--- config.mk ---
export PLATFORM = sky130hd
export DESIGN_NAME = apb_exec_regs
export DESIGN_NICKNAME = d
export VERILOG_FILES = /design/src/common/exec_pkg.sv /design/src/verilog/apb_exec_regs.sv
export SDC_FILE = /design/constraint.sdc
export NUM_CORES = 1
export LEC_CHECK = 0
export BUFFER_PORTS_ARGS = -buffer_cell sky130_fd_sc_hd__buf_4
export CAP_MARGIN = 20
export CORE_MARGIN = 5
export CORE_UTILIZATION = 37
export DETAILED_ROUTE_END_ITERATION = 8
export GPL_TIMING_DRIVEN = 0
export PLACE_DENSITY = 0.68
export RECOVER_POWER = 25
export SLEW_MARGIN = 20
export SYNTH_ARGS = -nofsm -noshare
export SYNTH_HDL_FRONTEND = slang
export SYNTH_SLANG_ARGS = --single-unit
--- constraint.sdc ---
create_clock -name clk -period 4.66 [get_ports clk]
set_clock_uncertainty 0.15 [all_clocks]
set_input_delay 0.699 -clock clk [delete_from_list [all_inputs] [get_ports clk]]
set_output_delay 0.699 -clock clk [all_outputs]
set_load 0.01 [all_outputs]
--- src/common/exec_pkg.sv ---
`default_nettype none

package exec_pkg;

    // word offsets on the APB side
    typedef enum logic [5:0] {
        REG_OP1     = 6'h00,
        REG_OP2     = 6'h04,
        REG_INSTR   = 6'h08,
        REG_RESULT  = 6'h0C,
        REG_MEMADDR = 6'h10,
        REG_BFLAG   = 6'h14,
        REG_HI      = 6'h18,
        REG_LO      = 6'h1C,
        REG_STATUS  = 6'h20
    } reg_addr_e;

    typedef enum logic [1:0] {LANE_IDLE, LANE_DIV, LANE_DONE} lane_state_e;

    typedef enum logic [1:0] {SRC_ALU, SRC_HI, SRC_LO} result_src_e;

endpackage

`default_nettype wire

--- src/verilog/apb_exec_regs.sv ---
`timescale 1ns/10ps
`default_nettype none

module apb_exec_regs #(
    parameter int FIFO_DEPTH = 4
) (
    input  logic                              clk,
    input  logic                              reset,
    input  logic [7:0]                        paddr,
    input  logic                              psel,
    input  logic                              penable,
    input  logic                              pwrite,
    input  logic [31:0]                       pwdata,
    output logic [31:0]                       prdata,
    output logic                              pready,
    output logic                              pslverr,
    output logic                              issue_valid,
    output logic [31:0]                       issue_op1,
    output logic [31:0]                       issue_op2,
    output logic [31:0]                       issue_instr,
    input  logic                              issue_ready,
    output logic                              fifo_pop,
    input  logic                              fifo_valid,
    input  logic [31:0]                       fifo_result,
    input  logic [31:0]                       fifo_memaddr,
    input  logic                              fifo_bflag,
    input  logic [$clog2(FIFO_DEPTH+1)-1:0]   fifo_count,
    input  logic [31:0]                       hi,
    input  logic [31:0]                       lo
);
    import exec_pkg::*;

    localparam int CNT_W = $clog2(FIFO_DEPTH + 1);

    reg_addr_e   addr;
    logic        setup, access, mapped, rd_err;
    logic [31:0] op1_q, op2_q, instr_q, memaddr_q, rd_data;
    logic        bflag_q;

    assign addr   = reg_addr_e'(paddr[5:0]);
    assign setup  = psel & ~penable;
    assign access = psel & penable;

    always_comb begin
        mapped  = (paddr[7:6] == 2'b00);
        rd_data = '0;
        case (addr)
            REG_OP1:     rd_data = op1_q;
            REG_OP2:     rd_data = op2_q;
            REG_INSTR:   rd_data = instr_q;
            REG_RESULT:  rd_data = fifo_result; // head of the FIFO
            REG_MEMADDR: rd_data = memaddr_q;
            REG_BFLAG:   rd_data = {31'b0, bflag_q};
            REG_HI:      rd_data = hi;
            REG_LO:      rd_data = lo;
            REG_STATUS: begin
                rd_data[0]          = fifo_valid;
                rd_data[4 +: CNT_W] = fifo_count;
            end
            default:     mapped = 1'b0;
        endcase
    end

    assign rd_err      = ~pwrite & (addr == REG_RESULT) & ~fifo_valid; // pop of empty FIFO
    assign pslverr     = access & (~mapped | rd_err);
    assign prdata      = (access & ~pwrite & ~pslverr) ? rd_data : '0;
    assign issue_valid = access & pwrite & mapped & (addr == REG_INSTR);
    assign pready      = ~(issue_valid & ~issue_ready); // hold INSTR write until a lane is free
    assign fifo_pop    = access & ~pwrite & mapped & (addr == REG_RESULT) & fifo_valid;
    assign issue_op1   = op1_q;
    assign issue_op2   = op2_q;
    assign issue_instr = instr_q;

    always_ff @(posedge clk) begin
        if (access && pwrite && mapped && addr == REG_OP1) op1_q <= pwdata;
        if (access && pwrite && mapped && addr == REG_OP2) op2_q <= pwdata;
        if (setup && pwrite && mapped && addr == REG_INSTR) instr_q <= pwdata; // ready for access
    end

    // address and flag of the entry last popped
    always_ff @(posedge clk) begin
        if (reset) begin
            memaddr_q <= '0;
            bflag_q   <= 1'b0;
        end else if (fifo_pop) begin
            memaddr_q <= fifo_memaddr;
            bflag_q   <= fifo_bflag;
        end
    end

endmodule

`default_nettype wire

==> results.md <==
- The run finished with clean final reports.
- The worst slew margin relative to its limit is 51.26%.
- For this design the total switching power over the nets is 0.5716 mW.
- Measured against the total synthesized area, the mux share comes to 15.15%.
- The number of filler cells placed in the layout is approximately 1600.
- The finished layout cell area is 9884 um2.
- For this block, the routed nets add up to 23660 um of wire.
- The quantity of gates resized following cts is 0.
- The post-synthesis adder-cell area fraction is 0%.
- The overall power consumption is ~2.9 mW.
- The share of power burned in combinational logic is 8.5%.
- After detailed routing, the number of vias per cell comes to about 5.2.
- In this run the worst path has a maximum fanout of 10.
- The average instance area after synthesis is approximately 13 um2.
- The number of nets in the layout is 1020.
- In the final routing, the length of wire on met1 measures 9315 um.
- The number of antenna violations at the first check in global routing is 1.
- The die covers 20850 um2.
- The internal portion of the total power is 2.306 mW.
- The leakage component of the power is 3.785 nW.
- The clock transition time at the flip-flop clock pins of the worst setup and hold paths is 50 ps.
- In the synthesized netlist the async set-or-reset flop fraction comes to 0%.
- For the finished layout, the period the worst path requires is ~3400 ps.
- After layout, the worst path uses 72.35% of the clock period.
- The topmost layer with routed signal wires is met5.
- After synthesis the cells add up to about 6700 um2.
- Once detail routing completed, the nets flagged for antenna violations numbered 0.
- The kind of cell adding the most delay to the critical path is buffers and inverters.
- Buffers inserted during clock tree synthesis total 17.
- The max-capacitance violation count is 0.
- Relative to the synthesized area, the layout overhead comes to 47.94%.
- The height of the chip is between 100 and 150 um.
- The initial DRC count is 428.
- Detailed routing inserted a total of about 5600 vias.
- The most area-hungry cell type in the Yosys netlist is edfxtp_1.
- The warning count from the yosys run is 0.
- Synthesis handed over a netlist of between 500 and 600 instances.
- After synthesis, the cell types taking the most area are edfxtp_1, mux2i_1, dfxtp_1, nand2b_1, o22a_1.
- The total routing resource utilization after global routing is 21.67%.
- After synthesis, the largest family of logic cells by area is compound AO/OA/AOI/OAI gates.
- TritonCTS built the clock tree.
- The total clock sinks is 129.
- Among all stages on the critical path, the largest delay is contributed by nor4_2.
- The number of synthesized flops with an enable pin is 96.
- The clock passes through at most 2 buffers.
- Setup repair after global routing left no endpoint under its margin.
- Cells fill 55.21% of the core in the end.
- The antenna diode count is 0.
- Sorting the synthesized cells by how often they occur yields mux2i_1, edfxtp_1, nand2b_1.
- The worst-margin pin slew is 731.1 ps.
- The worst path arrival time is around 2500 ps.
- The clock root buffer is clkbuf_16.
- The instance area at placement is between 9000 and 10000 um2.
- The cell repeated most along the worst path is buf_2.
- The worst-skew pair later-pin latency is 410 ps.
- The least setup slack across all paths after layout is 1288 ps.
- Summing the areas of all compound-gate instances in the mapped netlist gives ~15% of the synthesized area.
- The met3 layer wire length in the routed design is 1978 um.
- The unique cell type count in the Yosys netlist is 45.
- The via count of the first global-routing pass was roughly 6000.
- The number of levels the H-tree was split into is 4.
- After detailed routing, the met2 layer carries between 10000 and 15000 um of wire.
- The type of the most critical hold path is register to register.
- The total negative setup slack is 0 ps.
- The launching element type of the critical path is an input port.
- The average wire per standard cell is 21.85 um.
- In the post-synthesis netlist, the cell with the most instances is mux2i_1.
- The total grt overflow is 0.
- On the worst path, the slowest cell contributes a delay of around 420 ps.
- The post-synthesis share of cell area spent on and, or, nand and nor gates is 11.99%.
- After clock tree synthesis, the flow added hold-fix buffers numbering 0.
- The xor-xnor portion of the synthesized cell area is 0%.
- Counting every net in the synthesized netlist gives 689.
- The number of flip-flops and latches in the synthesized netlist is about 130.
- The maximum vdd ir drop is 0.2241 mV.
- Timing would allow up to 296.6 MHz.
- In this run the core area contains 49 standard-cell rows.
- The share of total power consumed by net switching is just under 20%.
- In the synthesized netlist the dominant register cell turns out to be edfxtp_1.
- Once the clock tree was built, the setup fixing pass inserted 0 buffers.
- For this run, the register share of the synthesized area comes to 53.03%.
- The kind of end point of the critical path is an output port.
- The critical path goes through buf_2 > nor4_2 > and2_1 > buf_2 > buf_2 > nand2_1 > a31oi_1 > buf_4.
- The post-detailed-placement half-perimeter wirelength is 18080 um.
- Port buffering added 307 buffers.
- The effective utilization at floorplan is 37.32%.
- For this design the top-level I/O count stands at 311.
- In this run the horizontal extent of the chip is 144.4 um.
- The power share of the sequential group is 42.8%.
- The number of pins with negative max-slew slack in the final report is 0.
- Before antenna repair, the detailed router went through 5 iterations.
- For the worst setup path, the data required time is 3810 ps.
- In the routed design, unresolved DRC markers number 0.
- The maximum number of pins on one net before global-route repair is 18.
- The post-route netlist has 45.55% of its cells at a drive strength greater than 1.
- The critical path contains buffers and inverters numbering 4 combined.
- Before CTS, the worst setup slack after placement is 1282 ps.
- Setup violations remaining at the end of the flow were counted as 0.
- The wire length of the first global-routing pass is between 30000 and 40000 um.
- The number of hold-slack violations in the final timing report is 0.
- The portion of total power attributed to the clock network is about half.
- The critical path is of the input port to output port type.
- Routability-driven placement finished with a final weighted congestion of roughly 0.85.
- The area of the core region is 17900 um2.
- In this run the power density over the cells is 291.2 nW/um2.
- The share of synthesized area in the top cell type comes to around 43%.
## layout make-up
| type | instances | area [um2] | area share (%) |
|---|---|---|---|
| timing repair buffer | 312 | 2281 | 23.08 |
| multi-input combinational | 339 | 2849 | 28.82 |
| buffer | 42 | 306.5 | 3.101 |
| clock buffer | 25 | 485.5 | 4.911 |
| tap | 229 | 286.5 | 2.899 |
| sequential | 129 | 3543 | 35.85 |
| clock inverter | 7 | 132.6 | 1.342 |
## cell usage in the layout (no fill, tap or decap), drive strengths merged, types with 2 or more instances in the layout
cell type  netlist  routed
a22oi           31      31
and2             2       2
nand3b           7       7
clkinv           0       3
nor2             4       4
and3             2       2
nand2           33      33
o21ai            4       4
nand3            4       4
edfxtp          96      96
clkbuf          15      70
a21oi            5       5
a41oi            2       2
a31oi           28      28
dfxtp           33      33
nor4             5       5
and3b            2       2
nand2b          67      67
o22a            31      31
bufinv           0       4
mux2i          100     100
buf             27     309
## metal layers
metal	GRT usage [%]	up-vias
li1	-	2618
met1	25.87	2725
met2	38.48	273
met3	6.019	30
met4	5.695	2
met5	0	-
## cell families (layout without fill, tap and decap cells)
logic type,Yosys count,after routing
simple gates,132,132
flops,129,129
compound gates,106,106
mux,101,101
buf+inv,42,386
## path summary, 6_finish.rpt
kind | startpoint | slack [ps] | endpoint | cells past startpoint
hold reg to reg | memaddr_q[11] | 320 | memaddr_q[11] | 2
hold / removal | memaddr_q[11] | 320 | memaddr_q[11] | 2
setup / recovery | paddr[4] | 1290 | prdata[11] | 8
setup reg to reg | memaddr_q[14] | 3890 | memaddr_q[14] | 2
## registers in the layout (all words and copies together) (netlist names)
signal,count
issue_instr,32
bflag_q,1
issue_op2,32
memaddr_q,32
issue_op1,32
## metrics by stage
| stage | instances | hold slack [ps] |
|---|---|---|
| after floorplan | 510 | 298.3 |
| after global placement | 1046 | 311.4 |
| after detailed placement | 1051 | 319.6 |
| after CTS | 1083 | 311.2 |
| after global routing | 1083 | 331.2 |
| final | 1083 | 324.3 |
## power groups by stage
stage / Sequential (mW) / Clock (mW) / Combinational [mW]
after global placement: 1.26 / 0 / 0.247
after global routing: 1.23 / 1.48 / 0.263
final: 1.23 / 1.40 / 0.245
after floorplan: 1.26 / 0 / 0.0985
after CTS: 1.23 / 1.42 / 0.256
after detailed placement: 1.26 / 0 / 0.256
## worst reg2reg max path: stages (launching register included)
cell	delay (ps)
dfxtp_1	350
nand2b_1	70
mux2i_1	130
(Power assumes the default switching activity.)
