### src/verilog/lane_dispatch.sv
`timescale 1ns/10ps
`default_nettype none

module lane_dispatch #(
    parameter int NUM_LANES = 4
) (
    input  logic                 clk,
    input  logic                 reset,
    input  logic                 issue_valid,
    input  logic [NUM_LANES-1:0] lane_busy,
    output logic                 issue_ready,
    output logic [NUM_LANES-1:0] lane_issue_valid
);
    localparam int PTR_W = (NUM_LANES > 1) ? $clog2(NUM_LANES) : 1;

    logic [PTR_W-1:0] ptr;

    assign issue_ready = ~lane_busy[ptr]; // wait on the pointed lane, never skip it

    always_comb begin
        lane_issue_valid      = '0;
        lane_issue_valid[ptr] = issue_valid & issue_ready;
    end

    always_ff @(posedge clk) begin
        if (reset) begin
            ptr <= '0;
        end else if (issue_valid && issue_ready) begin
            ptr <= (ptr == PTR_W'(NUM_LANES - 1)) ? '0 : ptr + 1'b1;
        end
    end

endmodule

`default_nettype wire

### config.mk
export PLATFORM = sky130hd
export DESIGN_NAME = lane_dispatch
export DESIGN_NICKNAME = d
export VERILOG_FILES = /design/src/verilog/lane_dispatch.sv
export SDC_FILE = /design/constraint.sdc
export NUM_CORES = 1
export LEC_CHECK = 0
export BUFFER_PORTS_ARGS = -buffer_cell sky130_fd_sc_hd__buf_2
export CAP_MARGIN = 20
export CORE_AREA = 2 2 39 41
export DETAILED_ROUTE_END_ITERATION = 7
export DIE_AREA = 0 0 41 43
export PLACE_DENSITY = 0.42
export SYNTH_ARGS = -nofsm -noshare
export SYNTH_HDL_FRONTEND = slang
export SYNTH_SLANG_ARGS = --single-unit
### constraint.sdc
create_clock -name clk -period 1.7 [get_ports clk]
set_input_delay 0.34 -clock clk [delete_from_list [all_inputs] [get_ports clk]]
set_output_delay 0.34 -clock clk [all_outputs]
set_load 0.005 [all_outputs]
==> run_results.csv, run 1 <==
group,metric,value,unit
clock_network,cts_num_sinks,2,
place,preCtsSetupSlack,189.0,ps
floorplan,initial_core_util,17.45,%
global_routing,track_usage,7.415,%
global_routing,grt_pass1_wl,779,um
logic_synthesis,synth_top_family_by_area,"simple AND/OR/NAND/NOR gates",
pwr,p_switching,0.06112,mW
sta,finalMaxSlewViolations,0,
floorplan,die_h,43,um
worst_setup_path,critPathRequiredTime,1360,ps
logic_synthesis,avgSynthCellArea,9.659,um2
place,hpwl,390.3,um
logic_synthesis,syn_nets,36,
logic_synthesis,synth-adder-area-share,20.73,%
logic_synthesis,netlist_area,241.5,um2
pwr,total_power,0.2302,mW
sta,hold_viol,0,
floorplan,rows,14,
worst_setup_path,critical_path.startpoint_type,"flip-flop",
cells_and_area,stdcell_count,58,
cells_and_area,multiInputGateArea,193.9,um2
pwr,peakVddDrop,0.2321,mV
cells_and_area,final_area,365.4,um2
worst_setup_path,path_buf_inv,1,
cells_and_area,antennaDiodeCount,0,
cells_and_area,drive_above_1_share,50.00,%
clock_network,path_clk_slew,30,ps
cells_and_area,final_core_util,26.40,%
global_routing,grt_overflow,0,
worst_setup_path,critPathMaxFanout,6,
cells_and_area,largest_reg_flops,2,
route,wl,453,um
place,place.gp.congestion,0.5923,
sta,period_share,95.67,%
sta,tns,0,ps
worst_setup_path,critPathTopFamily,"flip-flops",
logic_synthesis,synth_compound_gate_area_share,20.21,%
worst_setup_path,cp_slowest_cell,"dfxtp_4",
floorplan,io_pins,12,
clock_network,clk_latency,220,ps
cells_and_area,largest_register,"ptr",
min_path,hold_class,"input port to flip-flop",
logic_synthesis,synthCells,25,
route,drt_iter0_drc,0,
floorplan,placeableCoreArea,0.001384,mm2
worst_setup_path,crit_arrival,1290,ps
pwr,power.share.switching,26.55,%
cells_and_area,fin_nets,55,
cells_and_area,syn_to_final_growth,51.29,%
route,ant_nets,0,
sta,slew_headroom,84.66,%
logic_synthesis,synth_xor_area_share,0,%
pwr,internal-power,0.1691,mW
place,place_inst,54,
sta,min_period,1626,ps
sta,holdWs,421.8,ps
outcome,status,"finished, final reports clean",
cells_and_area,nFillCells,165,
sta,finalSetupViolCount,0,
sta,rsz0062_at_grt,"no",
place,io_buffers,11,
clock_network,cts_tree,"built",
pwr,combPwrFrac,30.7,%
pwr,power_frac_seq,25.3,%
worst_setup_path,critPathKind,"flip-flop to output port",
route,vias,222,
clock_network,clock-root-buffer,"clkbuf_4",
clock_network,numCtsBuffers,3,
clock_network,clk_path_buf_depth,2,
pwr,pwr-share-clk,44.0,%
logic_synthesis,ys_ff_latch,2,
flow_run,cap_violations,0,
sta,worst_slack,73.59,ps
logic_synthesis,synth_warnings,0,
route,drtPass1Iterations,1,
floorplan,fp.dieW,41,um
route,met2_length,274,um
global_routing,grt_pass1_vias,204,
route,highest_layer,"met3",
cells_and_area,seq_area,43.79,um2
worst_setup_path,reg2reg_slack,490,ps
floorplan,dieArea,0.001763,mm2
logic_synthesis,yosys.cell_types.count,14,
route,routedWlPerCell,7.810,um
cells_and_area,reg_top3,"ptr: 2 flops",
logic_synthesis,muxShareOfSynthArea,14.51,%
sta,tightest_slew,229.8,ps
place,placed_area,331.6,um2
worst_setup_path,setup.worst_path.end_class,"output port",
logic_synthesis,yosys.area_share.simple,24.87,%
pwr,cellPowerDensity,630.2,mW/mm2
sta,clock_skew,2.170,ps
logic_synthesis,ys_seq_area_share,16.58,%
route,routed-wl-met3,10,um
global_routing,antenna_found_initial,0,
pwr,leakagePower,0.1815,nW
route,vias_per_cell,3.828,
clock_network,cts.htree.levels,1,
route,wl_met1,167,um
route,drc_errors,0,
sta,fmax,614.9,MHz
worst_setup_path,path_cells,"mux2_4 -> o2bb2ai_4 -> and2_1 -> buf_2",
worst_setup_path,slowest_delay,350,ps
global_routing,grt_max_degree,9,
## repair_timing
action,CTS,global route
hold buffers,0,0
gates resized for setup,1,1
buffers inserted,0,1
endpoints found under the setup margin,4,4
pin swaps,0,1
hold endpoints to repair,0,0
## Yosys cell counts
master / instances / area [um2]
a211oi_1: 1 / 7.510
a21o_2: 1 / 8.760
and2_1: 5 / 31.28
dfxtp_1: 2 / 40.04
ha_1: 4 / 50.05
inv_1: 2 / 7.510
mux2_4: 1 / 15.01
mux2i_1: 2 / 20.02
nand2_1: 1 / 3.750
nand2b_1: 2 / 12.51
nor3_1: 1 / 5.000
o21ai_0: 1 / 5.000
o2bb2ai_4: 1 / 27.53
or2b_1: 1 / 7.510
## placed cells by master, fill, tap and decap left out
master	instances
clkbuf_4	3
and2_1	5
o21ai_0	1
nand2b_1	2
mux2_4	1
buf_4	3
o2bb2ai_4	1
nor3_1	1
a21o_2	1
nand2_1	1
buf_2	11
mux2i_1	2
inv_1	2
or2b_1	1
dfxtp_4	1
dfxtp_1	1
ha_1	4
a211oi_1	1
## cells by family (layout without fill, tap and decap cells)
kind of cell    after synthesis  count (layout)
fa+ha+maj                     4               4
compound gates                4               4
flops                         2               2
buf+inv                       2              19
mux                           3               3
simple gates                 10              10
## layout make-up
class / count / share of cell area [%]
inverters: 2 / 2.055
well taps: 16 / 5.479
clock buffers: 3 / 6.164
multi-input cells: 21 / 53.08
flip-flops and latches: 2 / 11.99
repair buffers: 14 / 21.23
## path summary, 6_finish.rpt
| check | start | to | depth (start not counted) |
|---|---|---|---|
| max | ptr[1]$_SDFFE_PP0P_ | lane_issue_valid[3] | 4 |
| min | reset | ptr[1]$_SDFFE_PP0P_ | 3 |
| max reg2reg | ptr[1]$_SDFFE_PP0P_ | ptr[1]$_SDFFE_PP0P_ | 4 |
| min reg2reg | ptr[1]$_SDFFE_PP0P_ | ptr[1]$_SDFFE_PP0P_ | 3 |
## tightest hold or removal path: cells and delay by family
| family | cells | cell delay [ps] |
|---|---|---|
| buf+inv | 1 | 110 |
| mux | 1 | 50 |
| simple gates | 1 | 90 |
## power by group through the flow
| stage | Clock (mW) | Combinational [mW] | Sequential, mW |
|---|---|---|---|
| 5_1_grt | 0.114 | 0.0792 | 0.0597 |
| 3_5_place_dp | 0 | 0.0687 | 0.0596 |
| 4_1_cts | 0.109 | 0.0686 | 0.0594 |
| 6_report | 0.101 | 0.0707 | 0.0581 |
| 2_1_floorplan | 0 | 0.0418 | 0.0584 |
| 3_3_place_gp | 0 | 0.0681 | 0.0604 |
## routing by layer
layer  global-route usage [%]  up-vias
met3                    4.712        0
li1                         -      119
met4                    8.000        0
met2                    10.31        3
met1                    6.390      100
met5                        0        -
Power figures use the tool's default switching activity.
==> run 2: changes to the inputs <==
Settings changed: ABC_AREA set to 1, PLACE_DENSITY 0.42 to 0.39.
==> run_results.csv, run 2 <==
group,metric,value,unit
outcome,status,"finished, final reports clean",
logic_synthesis,synth_compound_gate_area_share,0,%
worst_setup_path,path_buf_inv,2,
logic_synthesis,yosys.cell_types.count,9,
route,drt_iter0_drc,0,
global_routing,track_usage,6.807,%
floorplan,die_h,43,um
sta,slew_headroom,89.39,%
sta,fmax,654.3,MHz
pwr,peakVddDrop,0.3484,mV
place,io_buffers,11,
route,wl,487,um
clock_network,cts_num_sinks,2,
worst_setup_path,critPathCapture,"lane_issue_valid[0]",
worst_setup_path,timing.rr.end,"ptr[0]$_SDFFE_PP0P_",
place,hpwl,384.8,um
sta,clock_skew,4.234,ps
sta,finalMaxSlewViolations,0,
pwr,p_switching,0.08401,mW
sta,rsz0062_at_grt,"no",
logic_synthesis,muxShareOfSynthArea,0,%
sta,worst_slack,171.7,ps
sta,tns,0,ps
logic_synthesis,synth_top_family_by_area,"simple AND/OR/NAND/NOR gates",
logic_synthesis,synth_top_area_cell,"ha_1",
min_path,hold_class,"input port to flip-flop",
worst_setup_path,critPathRequiredTime,1360,ps
cells_and_area,reg_top3,"ptr: 2 flops",
floorplan,fp.dieW,41,um
clock_network,path_clk_slew,30,ps
place,place.gp.congestion,0.7353,
worst_setup_path,reg2reg_slack,650,ps
clock_network,clk_path_buf_depth,2,
logic_synthesis,netlist_area,207.7,um2
cells_and_area,drive_above_1_share,37.50,%
logic_synthesis,ys_seq_area_share,19.28,%
sta,hold_viol,0,
logic_synthesis,ys.flop_type,"dfxtp_1",
worst_setup_path,reg2reg_from,"ptr[1]$_SDFFE_PP0P_",
worst_setup_path,critPathKind,"flip-flop to output port",
clock_network,clock-root-buffer,"clkbuf_4",
worst_setup_path,critical_path.startpoint_type,"flip-flop",
floorplan,dieArea,0.001763,mm2
pwr,leakagePower,0.1858,nW
worst_setup_path,path_cells,"inv_2 -> nand2_1 -> nand3_1 -> nand2_2 -> nand2_4 -> nor2_1 -> buf_2",
worst_setup_path,cp.depth,7,
cells_and_area,multiInputGateArea,141.4,um2
pwr,power_frac_seq,25.8,%
pwr,combPwrFrac,34.1,%
logic_synthesis,synth_commonest_cells,"nor2_1, nand2_1, inv_1",
place,preCtsSetupSlack,300.6,ps
clock_network,cts_tree,"built",
cells_and_area,syn_to_final_growth,47.59,%
route,drc_errors,0,
logic_synthesis,syn_nets,45,
logic_synthesis,synth-adder-area-share,24.10,%
sta,finalSetupViolCount,0,
clock_network,numCtsBuffers,3,
logic_synthesis,yosys.area_share.simple,43.98,%
global_routing,grt_pass1_wl,814,um
pwr,power.share.switching,33.23,%
cells_and_area,largest_register,"ptr",
cells_and_area,largest_reg_flops,2,
worst_setup_path,slowest_delay,380,ps
cells_and_area,final_cell_mix,"buf_2, nor2_1, nand2_1, inv_1, ha_1",
floorplan,placeableCoreArea,0.001384,mm2
route,routedWlPerCell,7.609,um
clock_network,clk_latency,220,ps
logic_synthesis,avgSynthCellArea,6.109,um2
cells_and_area,final_common_cell,"buf_2",
pwr,internal-power,0.1688,mW
route,vias,223,
logic_synthesis,synthCells,34,
floorplan,rows,14,
worst_setup_path,setup.worst_path.end_class,"output port",
worst_setup_path,critPathMaxFanout,8,
worst_setup_path,cp-startpoint,"ptr[0]$_SDFFE_PP0P_",
logic_synthesis,synth_area_leaders,"ha_1, dfxtp_1, nor2_1, nand2_1, inv_1",
logic_synthesis,synth_top_cell_area_share,24.10,%
logic_synthesis,postSynth.asyncResetShare,0,%
global_routing,grt_overflow,0,
logic_synthesis,yosysMostFrequentCell,"nor2_1",
pwr,cellPowerDensity,824.7,mW/mm2
cells_and_area,nFillCells,163,
cells_and_area,seq_area,41.29,um2
sta,tightest_slew,158.9,ps
flow_run,cap_violations,0,
cells_and_area,antennaDiodeCount,0,
cells_and_area,fin_nets,61,
sta,period_share,89.90,%
sta,min_period,1528,ps
worst_setup_path,cp_slowest_cell,"dfxtp_2",
global_routing,grt_max_degree,9,
logic_synthesis,ys_ff_latch,2,
route,ant_nets,0,
global_routing,antenna_found_initial,0,
route,drtPass1Iterations,1,
worst_setup_path,worstRegToRegCells,7,
worst_setup_path,crit_arrival,1190,ps
logic_synthesis,synth_warnings,0,
floorplan,io_pins,12,
logic_synthesis,synth_edf_count,0,
route,vias_per_cell,3.484,
floorplan,initial_core_util,15.01,%
clock_network,cts.htree.levels,1,
clock_network,hold_buffers,0,
global_routing,grt_pass1_vias,206,
pwr,pwr-share-clk,40.1,%
logic_synthesis,synth_xor_area_share,0,%
worst_setup_path,critPathTopFamily,"simple AND/OR/NAND/NOR gates",
[run 2: cell count changes after synthesis, moves of 2 or more]
cell	delta
inv_1	+4
and2_1	-5
nor2_1	+9
mux2i_1	-2
nand2b_1	-2
nand3_1	+2
nand2_1	+7
[run 2: repair_timing]
| action | in CTS | in global routing |
|---|---|---|
| endpoints found under the setup margin | 0 | 4 |
| resized for setup | 0 | 1 |
| setup buffers | 0 | 0 |
| hold endpoints to repair | 0 | 0 |
[run 2: worst min-delay path by stage]
| stage | start | end | cells past startpoint |
|---|---|---|---|
| 2_1_floorplan | reset | ptr[0]$_SDFFE_PP0P_ | 3 |
| 3_3_place_gp | reset | ptr[1]$_SDFFE_PP0P_ | 4 |
| 3_5_place_dp | reset | ptr[0]$_SDFFE_PP0P_ | 4 |
| 4_1_cts | reset | ptr[1]$_SDFFE_PP0P_ | 4 |
| 5_1_grt | reset | ptr[0]$_SDFFE_PP0P_ | 4 |
| 6_report | reset | ptr[0]$_SDFFE_PP0P_ | 4 |
[run 2: metrics by stage]
step | std cells | hold WS (ps) | cell area (um2) | total power [mW] | util, %
after floorplan | 34 | 495.3 | 207.7 | 0.1213 | -
after global placement | 61 | 591.9 | 282.8 | 0.1538 | 20.43
after detailed placement | 61 | 592.9 | 282.8 | 0.1535 | 20.43
after CTS | 64 | 360.1 | 305.3 | 0.2616 | 22.06
after global routing | 64 | 388.7 | 306.5 | 0.2894 | 22.15
final | 64 | 360.1 | 306.5 | 0.2528 | 22.15
[run 2: tightest hold or removal path, delay by kind of cell]
kind / cells / cell delay (ps)
buffers and inverters: 2 / 110
AND/OR/NAND/NOR: 2 / 80
[run 2: power by group through the flow]
stage / clock (mW) / sequential, mW / combinational, mW
after floorplan: 0 / 0.0618 / 0.0595
after global placement: 0 / 0.0657 / 0.0881
after detailed placement: 0 / 0.0653 / 0.0882
after CTS: 0.108 / 0.0646 / 0.0885
after global routing: 0.118 / 0.0668 / 0.105
final: 0.101 / 0.0652 / 0.0862
[run 2: layout make-up]
type	instances	area share, %
clock buffer	3	7.347
timing repair buffer	11	17.96
sequential	2	13.47
multi-input combinational	25	46.12
tap	16	6.531
inverter	7	8.571
[run 2: logic make-up after synthesis]
| family | after synthesis |
|---|---|
| adder cells (fa/ha/maj) | 4 |
| buffers and inverters | 7 |
| flip-flops | 2 |
| AND/OR/NAND/NOR | 21 |
[run 2: metal layers]
layer	vias up	global-route usage (%)	share of wire [%]
met4	0	4.000	0
met2	6	7.813	45
met3	0	1.571	5.5
li1	128	-	-
met1	89	10.83	49
met5	-	0	0
