===== src/common/exec_pkg.sv =====
`default_nettype none

package exec_pkg;

    // word offsets on the APB side
    typedef enum logic [5:0] {
        REG_OP1     = 6'h00,
        REG_OP2     = 6'h04,
        REG_INSTR   = 6'h08,
        REG_RESULT  = 6'h0C,
        REG_MEMADDR = 6'h10,
        REG_BFLAG   = 6'h14,
        REG_HI      = 6'h18,
        REG_LO      = 6'h1C,
        REG_STATUS  = 6'h20
    } reg_addr_e;

    typedef enum logic [1:0] {LANE_IDLE, LANE_DIV, LANE_DONE} lane_state_e;

    typedef enum logic [1:0] {SRC_ALU, SRC_HI, SRC_LO} result_src_e;

endpackage

`default_nettype wire


===== src/verilog/result_collect.sv =====
`timescale 1ns/10ps
`default_nettype none

module result_collect #(
    parameter int NUM_LANES  = 4,
    parameter int FIFO_DEPTH = 4
) (
    input  logic                                  clk,
    input  logic                                  reset,
    input  logic [NUM_LANES-1:0]                  done,
    input  logic [NUM_LANES-1:0][31:0]            done_result,
    input  logic [NUM_LANES-1:0][31:0]            done_memaddr,
    input  logic [NUM_LANES-1:0]                  done_bflag,
    input  logic [NUM_LANES-1:0][31:0]            done_hi,
    input  logic [NUM_LANES-1:0][31:0]            done_lo,
    input  logic [NUM_LANES-1:0]                  done_writes_hi,
    input  logic [NUM_LANES-1:0]                  done_writes_lo,
    input  exec_pkg::result_src_e [NUM_LANES-1:0] done_src,
    input  logic                                  fifo_pop,
    output logic [NUM_LANES-1:0]                  done_ack,
    output logic                                  fifo_valid,
    output logic [31:0]                           fifo_result,
    output logic [31:0]                           fifo_memaddr,
    output logic                                  fifo_bflag,
    output logic [$clog2(FIFO_DEPTH+1)-1:0]       fifo_count,
    output logic [31:0]                           hi,
    output logic [31:0]                           lo
);
    import exec_pkg::*;

    localparam int LANE_W = (NUM_LANES > 1) ? $clog2(NUM_LANES) : 1;
    localparam int ADDR_W = (FIFO_DEPTH > 1) ? $clog2(FIFO_DEPTH) : 1;
    localparam int CNT_W  = $clog2(FIFO_DEPTH + 1);

    logic [LANE_W-1:0]     lane_ptr;
    logic [ADDR_W-1:0]     wr_ptr, rd_ptr;
    logic [31:0]           result_mem [FIFO_DEPTH];
    logic [31:0]           addr_mem [FIFO_DEPTH];
    logic [FIFO_DEPTH-1:0] flag_mem;
    logic                  push;
    logic [31:0]           push_result;

    assign push         = done[lane_ptr] & (fifo_count != CNT_W'(FIFO_DEPTH)); // retire in order
    assign fifo_valid   = (fifo_count != '0);
    assign fifo_result  = result_mem[rd_ptr];
    assign fifo_memaddr = addr_mem[rd_ptr];
    assign fifo_bflag   = flag_mem[rd_ptr];

    always_comb begin
        done_ack           = '0;
        done_ack[lane_ptr] = push;
        case (done_src[lane_ptr])
            SRC_HI:  push_result = hi; // mfhi sees every earlier write
            SRC_LO:  push_result = lo;
            default: push_result = done_result[lane_ptr];
        endcase
    end

    always_ff @(posedge clk) begin
        if (reset) begin
            lane_ptr   <= '0;
            wr_ptr     <= '0;
            rd_ptr     <= '0;
            fifo_count <= '0;
            hi         <= '0;
            lo         <= '0;
        end else begin
            if (push) begin
                lane_ptr <= (lane_ptr == LANE_W'(NUM_LANES - 1)) ? '0 : lane_ptr + 1'b1;
                wr_ptr   <= (wr_ptr == ADDR_W'(FIFO_DEPTH - 1)) ? '0 : wr_ptr + 1'b1;
                if (done_writes_hi[lane_ptr]) hi <= done_hi[lane_ptr];
                if (done_writes_lo[lane_ptr]) lo <= done_lo[lane_ptr];
            end
            if (fifo_pop) rd_ptr <= (rd_ptr == ADDR_W'(FIFO_DEPTH - 1)) ? '0 : rd_ptr + 1'b1;
            fifo_count <= fifo_count + CNT_W'(push) - CNT_W'(fifo_pop);
        end
    end

    always_ff @(posedge clk) begin
        if (push) begin
            result_mem[wr_ptr] <= push_result;
            addr_mem[wr_ptr]   <= done_memaddr[lane_ptr];
            flag_mem[wr_ptr]   <= done_bflag[lane_ptr];
        end
    end

endmodule

`default_nettype wire

===== config.mk =====
export PLATFORM = sky130hd
export DESIGN_NAME = result_collect
export DESIGN_NICKNAME = d
export VERILOG_FILES = /design/src/common/exec_pkg.sv /design/src/verilog/result_collect.sv
export SDC_FILE = /design/constraint.sdc
export NUM_CORES = 1
export LEC_CHECK = 0
export BUFFER_PORTS_ARGS = -buffer_cell sky130_fd_sc_hd__buf_4
export CAP_MARGIN = 20
export CORE_AREA = 2 2 262 264
export CTS_CLUSTER_SIZE = 16
export DETAILED_ROUTE_END_ITERATION = 10
export DIE_AREA = 0 0 264 266
export PLACE_DENSITY = 0.6
export SKIP_LAST_GASP = 1
export SLEW_MARGIN = 15
export SYNTH_ARGS = -nofsm -noshare
export SYNTH_HDL_FRONTEND = slang
export SYNTH_SLANG_ARGS = --single-unit

===== constraint.sdc =====
create_clock -name clk -period 2.8 [get_ports clk]
set_clock_uncertainty 0.05 [all_clocks]
set_input_delay 0.28 -clock clk [delete_from_list [all_inputs] [get_ports clk]]
set_output_delay 0.28 -clock clk [all_outputs]
set_load 0.03 [all_outputs]

==> flow_metrics.env, run 1 <==
export IMPL_status="finished clean"
export IMPL_core_mm2=0.0677
export IMPL_drt_total_wl_mm=63.8
export IMPL_initial_core_util_pct=24.0
export IMPL_utilization_pct=35.1
export IMPL_htreeDepth=2
export IMPL_ys_top_cells_by_count="edfxtp_1 (260), mux4_2 (201), dfxtp_1 (75)"
export IMPL_root_buffer="clkbuf_16"
export IMPL_async_flop_share_pct=0
export IMPL_crit_chain="mux4_2, inv_1, ha_4, buf_4, a22oi_1, o21ai_0"
export IMPL_clk_latency_ns=0.55
export IMPL_syn_area_per_cell_um2=16.4
export IMPL_grt_overflow_total=0
export IMPL_dieArea_mm2=0.0702
export IMPL_io_pins=676
export IMPL_layout_drive_gt1_share_pct=58.4
export IMPL_critPathKind="flop to flop"
export IMPL_port_buffers=675
export IMPL_fp_dieW_um=264
export IMPL_gp_congestion=0.884
export IMPL_finalSetupTns_ns=0
export IMPL_post_dp_hpwl_mm=49.8
export IMPL_cts_resized=0
export IMPL_num_rows=96
export IMPL_r2r_end="result_mem[1][9]$_DFFE_PP_"
export IMPL_track_usage_pct=17.6
export IMPL_grt_pass1_vias=13100
export IMPL_startpoint_type="flop"
export IMPL_num_nets_final=2201
export IMPL_synth_area_top_cells="edfxtp_1 (48%), mux4_2 (28%), dfxtp_1 (9.2%)"
export IMPL_synthFlopType="edfxtp_1"
export IMPL_pre_cts_ws_ns=0.124
export IMPL_antenna_found_initial=8
export IMPL_first_pass_iters=5
export IMPL_grt_max_degree=86
export IMPL_leakage_nw=8.81
export IMPL_drv_slew=0
export IMPL_min_period_ns=2.68
export IMPL_fillers=6597
export IMPL_synthesis_nets=1546
export IMPL_yosysUniqueCellTypes=28
export IMPL_power_density_mw_per_mm2=987
export IMPL_post_route_period_util_pct=95.7
export IMPL_synth_cell_area_mm2=0.0163
export IMPL_slowest_stage="mux4_2"
export IMPL_finalHoldViolations=0
export IMPL_drt_first_iter_violations=722
export IMPL_max_freq_mhz=373
export IMPL_critPathMaxFanout=19
export IMPL_finalSetupViolCount=0
export IMPL_vias=12300
export IMPL_synth_edf_count=260
export IMPL_hold_path_depth=3
export IMPL_crit_arrival_ns=2.92
export IMPL_cts_tree="built"
export IMPL_endpoint_kind="flop"
export IMPL_cts_path_max_buffers=3
export IMPL_cap_violations=0
export IMPL_rsz0062_at_grt="no"
export IMPL_tightest_slew_ns=0.867
export IMPL_ant_nets=0
export IMPL_ys_seq_elements=335
export IMPL_synth_top_area_share_pct=48.0
export IMPL_yosysMostFrequentCell="edfxtp_1"
export IMPL_drc_errors=0
export IMPL_die_y_um=266
export IMPL_post_cts_setup_buffers=0
export IMPL_regToRegSetupSlack_ns=0.12
export IMPL_cts_sinks=335
export IMPL_slew_headroom_pct=42.2
export IMPL_cp_required_ns=3.04
export IMPL_seq_area_frac_synth_pct=57.2
export IMPL_cts_hold_buffers=0
export IMPL_synth_top_area_cell="edfxtp_1"
export IMPL_cpLargestDelayFamily="compound AO/OA/AOI/OAI gates"
export IMPL_ir_drop_mv=0.464
export IMPL_holdCritPathClass="primary input to flop"
export IMPL_whs_ns=0.0570
export IMPL_r2r_start="lane_ptr[0]$_SDFFE_PP0P_"
export IMPL_avgRoutedWirePerCell_um=24.9
export IMPL_cp_buffers_inverters=2
export IMPL_grt_pass1_wl_mm=89.7
export IMPL_routed_via_density=4.80
export IMPL_r2r_cells=6
export IMPL_clk_pin_slew_ns=0.06
export IMPL_hp_start="fifo_pop"
export IMPL_yosys_warnings=0
export IMPL_max_stage_delay_ns=0.56
export IMPL_cts_made_buffers=38
export IMPL_syn_to_final_growth_pct=45.9
export IMPL_timing_final_ws_setup_ns=0.120
export IMPL_postSynthCellCount=993
layout by cell type (no fill, tap or decap), types with 2 or more instances in the layout:
master | netlist | routed
and2_4 | 0 | 4
nand2_1 | 44 | 43
edfxtp_1 | 260 | 260
o21ai_0 | 38 | 37
inv_1 | 10 | 10
diode_2 | 0 | 5
nor3_1 | 3 | 3
clkinvlp_4 | 0 | 4
a21oi_1 | 66 | 66
clkinv_4 | 0 | 3
ha_1 | 13 | 12
nor2_1 | 5 | 5
and2_1 | 16 | 12
mux4_2 | 201 | 201
bufinv_16 | 0 | 4
nor2b_1 | 2 | 2
buf_4 | 6 | 693
nand3_1 | 64 | 64
clkbuf_16 | 0 | 40
buf_12 | 0 | 13
dfxtp_4 | 0 | 4
inv_6 | 0 | 3
clkbuf_1 | 40 | 8
a22oi_1 | 32 | 32
xnor2_1 | 2 | 2
dfxtp_1 | 75 | 71
mux2i_1 | 4 | 4
clkinv_2 | 0 | 4
o21ai_1 | 60 | 61
o31ai_1 | 2 | 2
routing by layer:
metal / GRT usage [%] / part of all wire (%)
met2: 29.4 / 49
met3: 3.64 / 6.6
met4: 8.02 / 4.6
met5: 0 / 0.042
met1: 21.9 / 40
worst max path at each step:
stage                                  start                     endpoint  cells after the start  slack, ns
finish              lane_ptr[0]$_SDFFE_PP0P_   result_mem[1][9]$_DFFE_PP_                      6       0.12
global route        lane_ptr[0]$_SDFFE_PP0P_  result_mem[1][11]$_DFFE_PP_                      6       0.01
CTS                 lane_ptr[0]$_SDFFE_PP0P_  result_mem[0][13]$_DFFE_PP_                      6       0.09
detailed placement  lane_ptr[0]$_SDFFE_PP0P_  result_mem[0][13]$_DFFE_PP_                      6       0.12
global placement    lane_ptr[0]$_SDFFE_PP0P_  result_mem[0][11]$_DFFE_PP_                      6       0.18
floorplan           lane_ptr[0]$_SDFFE_PP0P_  result_mem[0][14]$_DFFE_PP_                      8       0.16
cell families (layout without fill, tap and decap cells):
kind of cell / after synthesis / count (layout) / synth area share (%)
AO/OA/AOI/OAI: 198 / 198 / 6.61
flip-flops: 335 / 335 / 57.2
AND/OR/NAND/NOR: 137 / 137 / 4.08
multiplexers: 205 / 205 / 28.0
XOR/XNOR: 2 / 2 / 0.108
adder cells (fa/ha/maj): 14 / 14 / 1.12
other: 0 / 5 / 0
buffers and inverters: 102 / 785 / 2.86
worst reg2reg max path: cells and delay by family, from the launching register on:
family | cells | cell delay [ns]
fa+ha+maj | 1 | 0.35
buf+inv | 2 | 0.41
flops | 1 | 0.45
mux | 1 | 0.56
compound gates | 2 | 0.61
through the flow:
stage / power [W] / instances / cell area [um^2]
finish: 0.0234 / 2563 / 23800
global route: 0.0246 / 2563 / 23800
floorplan: 0.0142 / 993 / 16300
CTS: 0.0238 / 2558 / 23700
detailed placement: 0.0187 / 2490 / 22500
global placement: 0.0185 / 2490 / 22500
flip-flops by register name (all words and copies together) (netlist names), named ones only:
| register | cells |
|---|---|
| result_mem | 128 |
| rd_ptr | 2 |
| flag_mem | 4 |
| lane_ptr | 2 |
| lo | 32 |
| fifo_count | 3 |
| addr_mem | 128 |
| wr_ptr | 2 |
| hi | 32 |
where the power goes:
group | switching [W] | internal [W]
clock | 0.00204 | 0.00303
combinational | 0.00617 | 0.00416
sequential | 0.000609 | 0.00743
total | 0.00882 | 0.0146
area by class of cell:
type	count	area [um^2]	share of cell area [%]
Antenna cell	5	12.5	0.0527
Clock buffer	49	1040	4.40
Clock inverter	19	226	0.953
Inverter	11	41.3	0.174
Multi-Input combinational cell	556	6540	27.5
Sequential cell	335	9320	39.3
Tap cell	882	1100	4.65
Timing Repair Buffer	706	5460	23.0
Note: power is estimated with default switching activity, not from simulation.
==> run 2: changes to the inputs <==
ABC_AREA = 1   (was not set)
CORE_AREA = 2 2 266 268   (was 2 2 262 264)
DIE_AREA = 0 0 268 270   (was 0 0 264 266)
==> run 2 against run 1 <==
Area after synthesis grew 5.4%. Flip-flop and latch count is the same. Register-to-register slack gained 0.19 ns. Critical path depth shrank 1. Final cell count grew 41%. Clock-buffer cell count grew 1. Core utilization grew 0.37 points. Total power grew 33%.
==> flow_metrics.env, run 2 <==
export IMPL_status="finished clean"
export IMPL_rsz0062_at_grt="no"
export IMPL_dieArea_mm2=0.0724
export IMPL_synth_edf_count=260
export IMPL_grt_max_degree=108
export IMPL_cts_made_buffers=39
export IMPL_synth_cell_area_mm2=0.0172
export IMPL_cp_required_ns=2.47
export IMPL_layout_drive_gt1_share_pct=30.1
export IMPL_syn_area_per_cell_um2=8.42
export IMPL_htreeDepth=2
export IMPL_met1_usage_pct=24.8
export IMPL_synth_top_area_share_pct=45.5
export IMPL_yosysUniqueCellTypes=30
export IMPL_seq_area_frac_synth_pct=54.2
export IMPL_critPathKind="flop to output pin"
export IMPL_cts_path_max_buffers=3
export IMPL_fillers=7271
export IMPL_finalHoldViolations=0
export IMPL_yosys_mux_area_fraction_pct=0
export IMPL_r2r_start="lane_ptr[0]$_SDFFE_PP0P_"
export IMPL_hp_start="done_hi[30]"
export IMPL_timing_final_ws_setup_ns=0.199
export IMPL_async_flop_share_pct=0
export IMPL_pre_cts_ws_ns=0.356
export IMPL_leakage_nw=10.3
export IMPL_synth_top_family_by_area="compound AO/OA/AOI/OAI gates"
export IMPL_root_buffer="clkbuf_16"
export IMPL_top_regs="addr_mem x128, result_mem x128"
export IMPL_ant_nets=0
export IMPL_ys_seq_elements=335
export IMPL_fp_dieW_um=268
export IMPL_syn_to_final_growth_pct=43.6
export IMPL_synth_area_top_cells="edfxtp_1 (45%), nor2_1 (14%), o21ai_0 (11%)"
export IMPL_antenna_found_initial=5
export IMPL_drt_total_wl_mm=78.5
export IMPL_synthesis_nets=2591
export IMPL_num_nets_final=3200
export IMPL_post_route_period_util_pct=92.9
export IMPL_endpoint_kind="output pin"
export IMPL_ir_drop_mv=0.526
export IMPL_num_rows=97
export IMPL_yosysMostFrequentCell="nor2_1"
export IMPL_synthXorXnorAreaFrac_pct=0.0510
export IMPL_crit_arrival_ns=2.27
export IMPL_ys_top_cells_by_count="nor2_1 (623), o21ai_0 (367), edfxtp_1 (260)"
export IMPL_utilization_pct=35.4
export IMPL_gp_congestion=0.899
export IMPL_r2r_cells=8
export IMPL_track_usage_pct=20.8
export IMPL_synth_compound_area_share_pct=19.9
export IMPL_io_pins=676
export IMPL_slew_headroom_pct=44.5
export IMPL_drv_slew=0
export IMPL_grt_busiest_layer="met2"
export IMPL_holdCritPathClass="primary input to flop"
export IMPL_r2r_end="result_mem[1][2]$_DFFE_PP_"
export IMPL_routed_via_density=4.72
export IMPL_cap_violations=0
export IMPL_drc_errors=0
export IMPL_startpoint_type="flop"
export IMPL_synth_adder_area_share_pct=1.06
export IMPL_first_pass_iters=7
export IMPL_initial_core_util_pct=24.7
export IMPL_final_cell_mix="buf_4 (709), nor2_1 (619), o21ai_0 (367)"
export IMPL_drt_first_iter_violations=1287
export IMPL_synth_simple_gate_area_share_pct=17.8
export IMPL_die_y_um=270
export IMPL_layout_commonest_cell="buf_4"
export IMPL_core_mm2=0.0695
export IMPL_cts_sinks=335
export IMPL_yosys_warnings=0
export IMPL_finalSetupViolCount=0
export IMPL_min_period_ns=2.60
export IMPL_postSynthCellCount=2038
export IMPL_port_buffers=675
export IMPL_regToRegSetupSlack_ns=0.31
export IMPL_vias=17100
export IMPL_grtUsageMet2_pct=37.6
export IMPL_max_freq_mhz=385
export IMPL_post_cts_setup_buffers=0
export IMPL_clk_latency_ns=0.57
export IMPL_grt_overflow_total=0
export IMPL_cts_tree="built"
export IMPL_synthFlopType="edfxtp_1"
export IMPL_whs_endpoint="hi[30]$_SDFFE_PP0P_"
export IMPL_critPathMaxFanout=64
export IMPL_grtUsageMet3_pct=3.98
export IMPL_avgRoutedWirePerCell_um=21.7
export IMPL_synth_top_area_cell="edfxtp_1"
export IMPL_post_dp_hpwl_mm=59.3
export IMPL_tightest_slew_ns=0.824
export IMPL_clk_pin_slew_ns=0.06
export IMPL_grt_pass1_wl_mm=110
export IMPL_hold_path_depth=5
export IMPL_grt_pass1_vias=16000
export IMPL_power_density_mw_per_mm2=1260
==> run 2: changes by cell type after synthesis, moves of 32 or more <==
| cell | change |
|---|---|
| inv_1 | +90 |
| clkbuf_1 | +53 |
| o21ai_0 | +329 |
| a21oi_1 | -57 |
| o22ai_1 | +193 |
| nor2_1 | +618 |
| nand2_1 | +113 |
| a31oi_1 | +32 |
| a22oi_1 | -32 |
| nand3_1 | -57 |
| mux4_2 | -201 |
| o21ai_1 | -40 |
==> run 2: worst max-delay path, stage by stage, from the launching register on <==
cell and delay [ns]:
dfxtp_2 0.47, inv_2 0.13, buf_12 0.28, o21ai_0 0.15, o22ai_1 0.35, buf_4 0.25
==> run 2: power breakdown <==
group          internal [W]  leakage [nW]  switching (W)
Combinational       0.00500          6.70         0.0117
Clock               0.00301         0.620        0.00209
Sequential          0.00869          3.01       0.000570
==> run 2: logic make-up after synthesis <==
family	Yosys count
AOI/OAI and AO/OA	624
DFF	335
adders and majority gates	14
and+or+nand+nor	797
xor gates and xnor gates	1
buffers and inverters	267
==> run 2: routing by layer <==
| metal | wire length, um | vias up |
|---|---|---|
| li1 | - | 8268 |
| met4 | 2050 | 8 |
| met1 | 31200 | 8117 |
| met3 | 5010 | 79 |
| met5 | 41 | - |
| met2 | 40300 | 610 |
==> run 2: worst max path at each step <==
stage                                 end  slack [ns]                     start
6_report                  fifo_result[25]        0.20                      flop
5_1_grt                   fifo_result[25]        0.06                      flop
4_1_cts                   fifo_result[25]        0.13                      flop
3_5_place_dp   result_mem[3][2]$_DFFE_PP_        0.36  lane_ptr[0]$_SDFFE_PP0P_
3_3_place_gp     fifo_count[2]$_SDFF_PP0_        0.37  lane_ptr[0]$_SDFFE_PP0P_
2_1_floorplan    addr_mem[0][0]$_DFFE_PP_       -0.64  fifo_count[1]$_SDFF_PP0_
==> run 2: per-stage QoR <==
step | hold slack (ns) | std cells | cell area, um^2 | setup TNS [ns] | power, W
after floorplan | 0.421 | 2038 | 17200 | -166.71 | 0.0192
after global placement | 0.440 | 3544 | 23300 | 0 | 0.0261
after detailed placement | 0.453 | 3544 | 23300 | 0 | 0.0262
after CTS | 0.0283 | 3615 | 24600 | 0 | 0.0314
after global routing | 0.0649 | 3615 | 24600 | 0 | 0.0330
final | 0.0663 | 3617 | 24600 | 0 | 0.0311
==> run 2: cell type report <==
| cell class | instances | area [um^2] | area share, % |
|---|---|---|---|
| Multi-Input combinational cell | 1436 | 6700 | 27.2 |
| Sequential cell | 335 | 9320 | 37.8 |
| Tap cell | 940 | 1180 | 4.77 |
| Clock buffer | 50 | 1040 | 4.22 |
| Timing Repair Buffer | 732 | 5760 | 23.4 |
| Inverter | 103 | 399 | 1.62 |
| Clock inverter | 19 | 235 | 0.955 |
| Antenna cell | 2 | 5.00 | 0.0203 |
==> run 2: timing repair <==
action                                  4_1_cts  5_1_grt
endpoints found under the hold margin         9        0
hold buffers                                  2        0
gates resized for setup                       0        0
endpoints found under the setup margin        0        0
==> run 3: changes to the inputs <==
PLACE_DENSITY = not set   (was 0.6)
PLACE_DENSITY_LB_ADDON = 0.15   (was not set)
==> run 3 against run 2 <==
Core utilization shrank 0.24 points. Cell area shrank 0.69%. Worst setup slack improved by 0.0019 ns. Total power fell by 1.1%. Sequential share of layout area increased by 0.26 points.
==> flow_metrics.env, run 3 (synthesis gave the netlist of run 2 again) <==
export IMPL_status="finished clean"
export IMPL_whs_ns=0.0699
export IMPL_grt_pass1_vias=16500
export IMPL_timing_final_ws_setup_ns=0.201
export IMPL_rsz0062_at_grt="no"
export IMPL_syn_to_final_growth_pct=42.6
export IMPL_first_pass_iters=5
export IMPL_r2r_start="lane_ptr[0]$_SDFFE_PP0P_"
export IMPL_holdCritPathClass="primary input to flop"
export IMPL_cp_required_ns=2.47
export IMPL_final_cell_mix="buf_4 (710), nor2_1 (619), o21ai_0 (367)"
export IMPL_dieArea_mm2=0.0724
export IMPL_drv_slew=0
export IMPL_initial_core_util_pct=24.7
export IMPL_finalSetupTns_ns=0
export IMPL_gp_congestion=0.911
export IMPL_clk_latency_ns=0.57
export IMPL_drt_total_wl_mm=80.1
export IMPL_avgRoutedWirePerCell_um=22.2
export IMPL_cap_violations=0
export IMPL_placed_area_mm2=0.0232
export IMPL_min_period_ns=2.60
export IMPL_grt_max_degree=154
export IMPL_slew_headroom_pct=39.4
export IMPL_post_route_period_util_pct=92.8
export IMPL_num_nets_final=3195
export IMPL_leakage_nw=10.2
export IMPL_grt_pass1_wl_mm=112
export IMPL_crit_end="fifo_result[8]"
export IMPL_port_buffers=675
export IMPL_vias=17100
export IMPL_grt_overflow_total=0
export IMPL_critPathMaxFanout=40
export IMPL_top_regs="addr_mem x128, result_mem x128"
export IMPL_finalHoldViolations=0
export IMPL_track_usage_pct=21.1
export IMPL_routed_via_density=4.73
export IMPL_htreeDepth=2
export IMPL_fp_dieW_um=268
export IMPL_tightest_slew_ns=0.910
export IMPL_r2r_cells=10
export IMPL_finalSetupViolCount=0
export IMPL_layout_commonest_cell="buf_4"
export IMPL_cts_tree="built"
export IMPL_endpoint_kind="output pin"
export IMPL_cts_sinks=335
export IMPL_cts_path_max_buffers=3
export IMPL_crit_arrival_ns=2.27
export IMPL_power_density_mw_per_mm2=1260
export IMPL_critPathKind="flop to output pin"
export IMPL_r2r_end="result_mem[0][2]$_DFFE_PP_"
export IMPL_ir_drop_mv=0.812
export IMPL_core_mm2=0.0695
export IMPL_die_y_um=270
export IMPL_ant_nets=0
export IMPL_postLayoutCellArea_mm2=0.0245
export IMPL_layout_drive_gt1_share_pct=29.8
export IMPL_antenna_found_initial=2
export IMPL_post_dp_hpwl_mm=59.7
export IMPL_startpoint_type="flop"
export IMPL_regToRegSetupSlack_ns=0.25
export IMPL_root_buffer="clkbuf_16"
export IMPL_drc_errors=0
export IMPL_cts_made_buffers=40
export IMPL_pre_cts_ws_ns=0.279
export IMPL_io_pins=676
export IMPL_drt_first_iter_violations=1290
export IMPL_max_freq_mhz=385
export IMPL_num_rows=97
export IMPL_clk_pin_slew_ns=0.06
export IMPL_utilization_pct=35.2
## run 3: timing repair
| action | 4_1_cts | 5_1_grt |
|---|---|---|
| endpoints found under the setup margin | 15 | 35 |
| resized for setup | 2 | 3 |
| hold buffers | 2 | 0 |
| hold endpoints to repair | 11 | 0 |
| buffers inserted | 0 | 1 |
## run 3: worst max-delay path: stages (launching register included)
cell	delay, ns
dfxtp_4	0.52
buf_6	0.34
o21ai_0	0.14
o22ai_1	0.32
buf_4	0.21
buf_4	0.17
## run 3: layer usage
metal  vias to the layer above  GRT usage, %  wire [um]
met5                         -             0         12
met4                         2          7.04       2680
met3                        86          3.91       5330
met2                       627          38.0      40600
met1                      8145          25.1      31400
li1                       8254             -          -
## run 3: worst min-delay path by stage
stage               cells after the start  slack (ns)              startpoint                     end
floorplan                               2        0.42                fifo_pop                    flop
global placement                        2        0.45  wr_ptr[1]$_SDFFE_PP0P_  wr_ptr[1]$_SDFFE_PP0P_
detailed placement                      2        0.45  wr_ptr[1]$_SDFFE_PP0P_  wr_ptr[1]$_SDFFE_PP0P_
CTS                                     5        0.03             done_hi[11]     hi[11]$_SDFFE_PP0P_
global route                            5        0.08             done_hi[17]     hi[17]$_SDFFE_PP0P_
finish                                  5        0.07             done_hi[11]     hi[11]$_SDFFE_PP0P_
## run 3: cell type report
cell class / instances / area [um^2]
Inverter: 103 / 409
Clock inverter: 23 / 216
Multi-Input combinational cell: 1436 / 6700
Tap cell: 940 / 1180
Fill cell: 7247 / 45100
Clock buffer: 50 / 1040
Antenna cell: 2 / 5.00
Sequential cell: 335 / 9320
Timing Repair Buffer: 726 / 5600
## run 3: power by group
| part | switching, W | internal, W | total [W] |
|---|---|---|---|
| Clock | 0.00209 | 0.00293 | 0.00502 |
| Sequential | 0.000590 | 0.00869 | 0.00928 |
| Combinational | 0.0117 | 0.00477 | 0.0164 |
| Total | 0.0144 | 0.0164 | 0.0307 |
## run 3: metrics by stage
step	total power (W)	instances
after global routing	0.0327	3614
after floorplan	0.0192	2038
after CTS	0.0311	3612
final	0.0307	3615
after global placement	0.0258	3537
after detailed placement	0.0260	3537
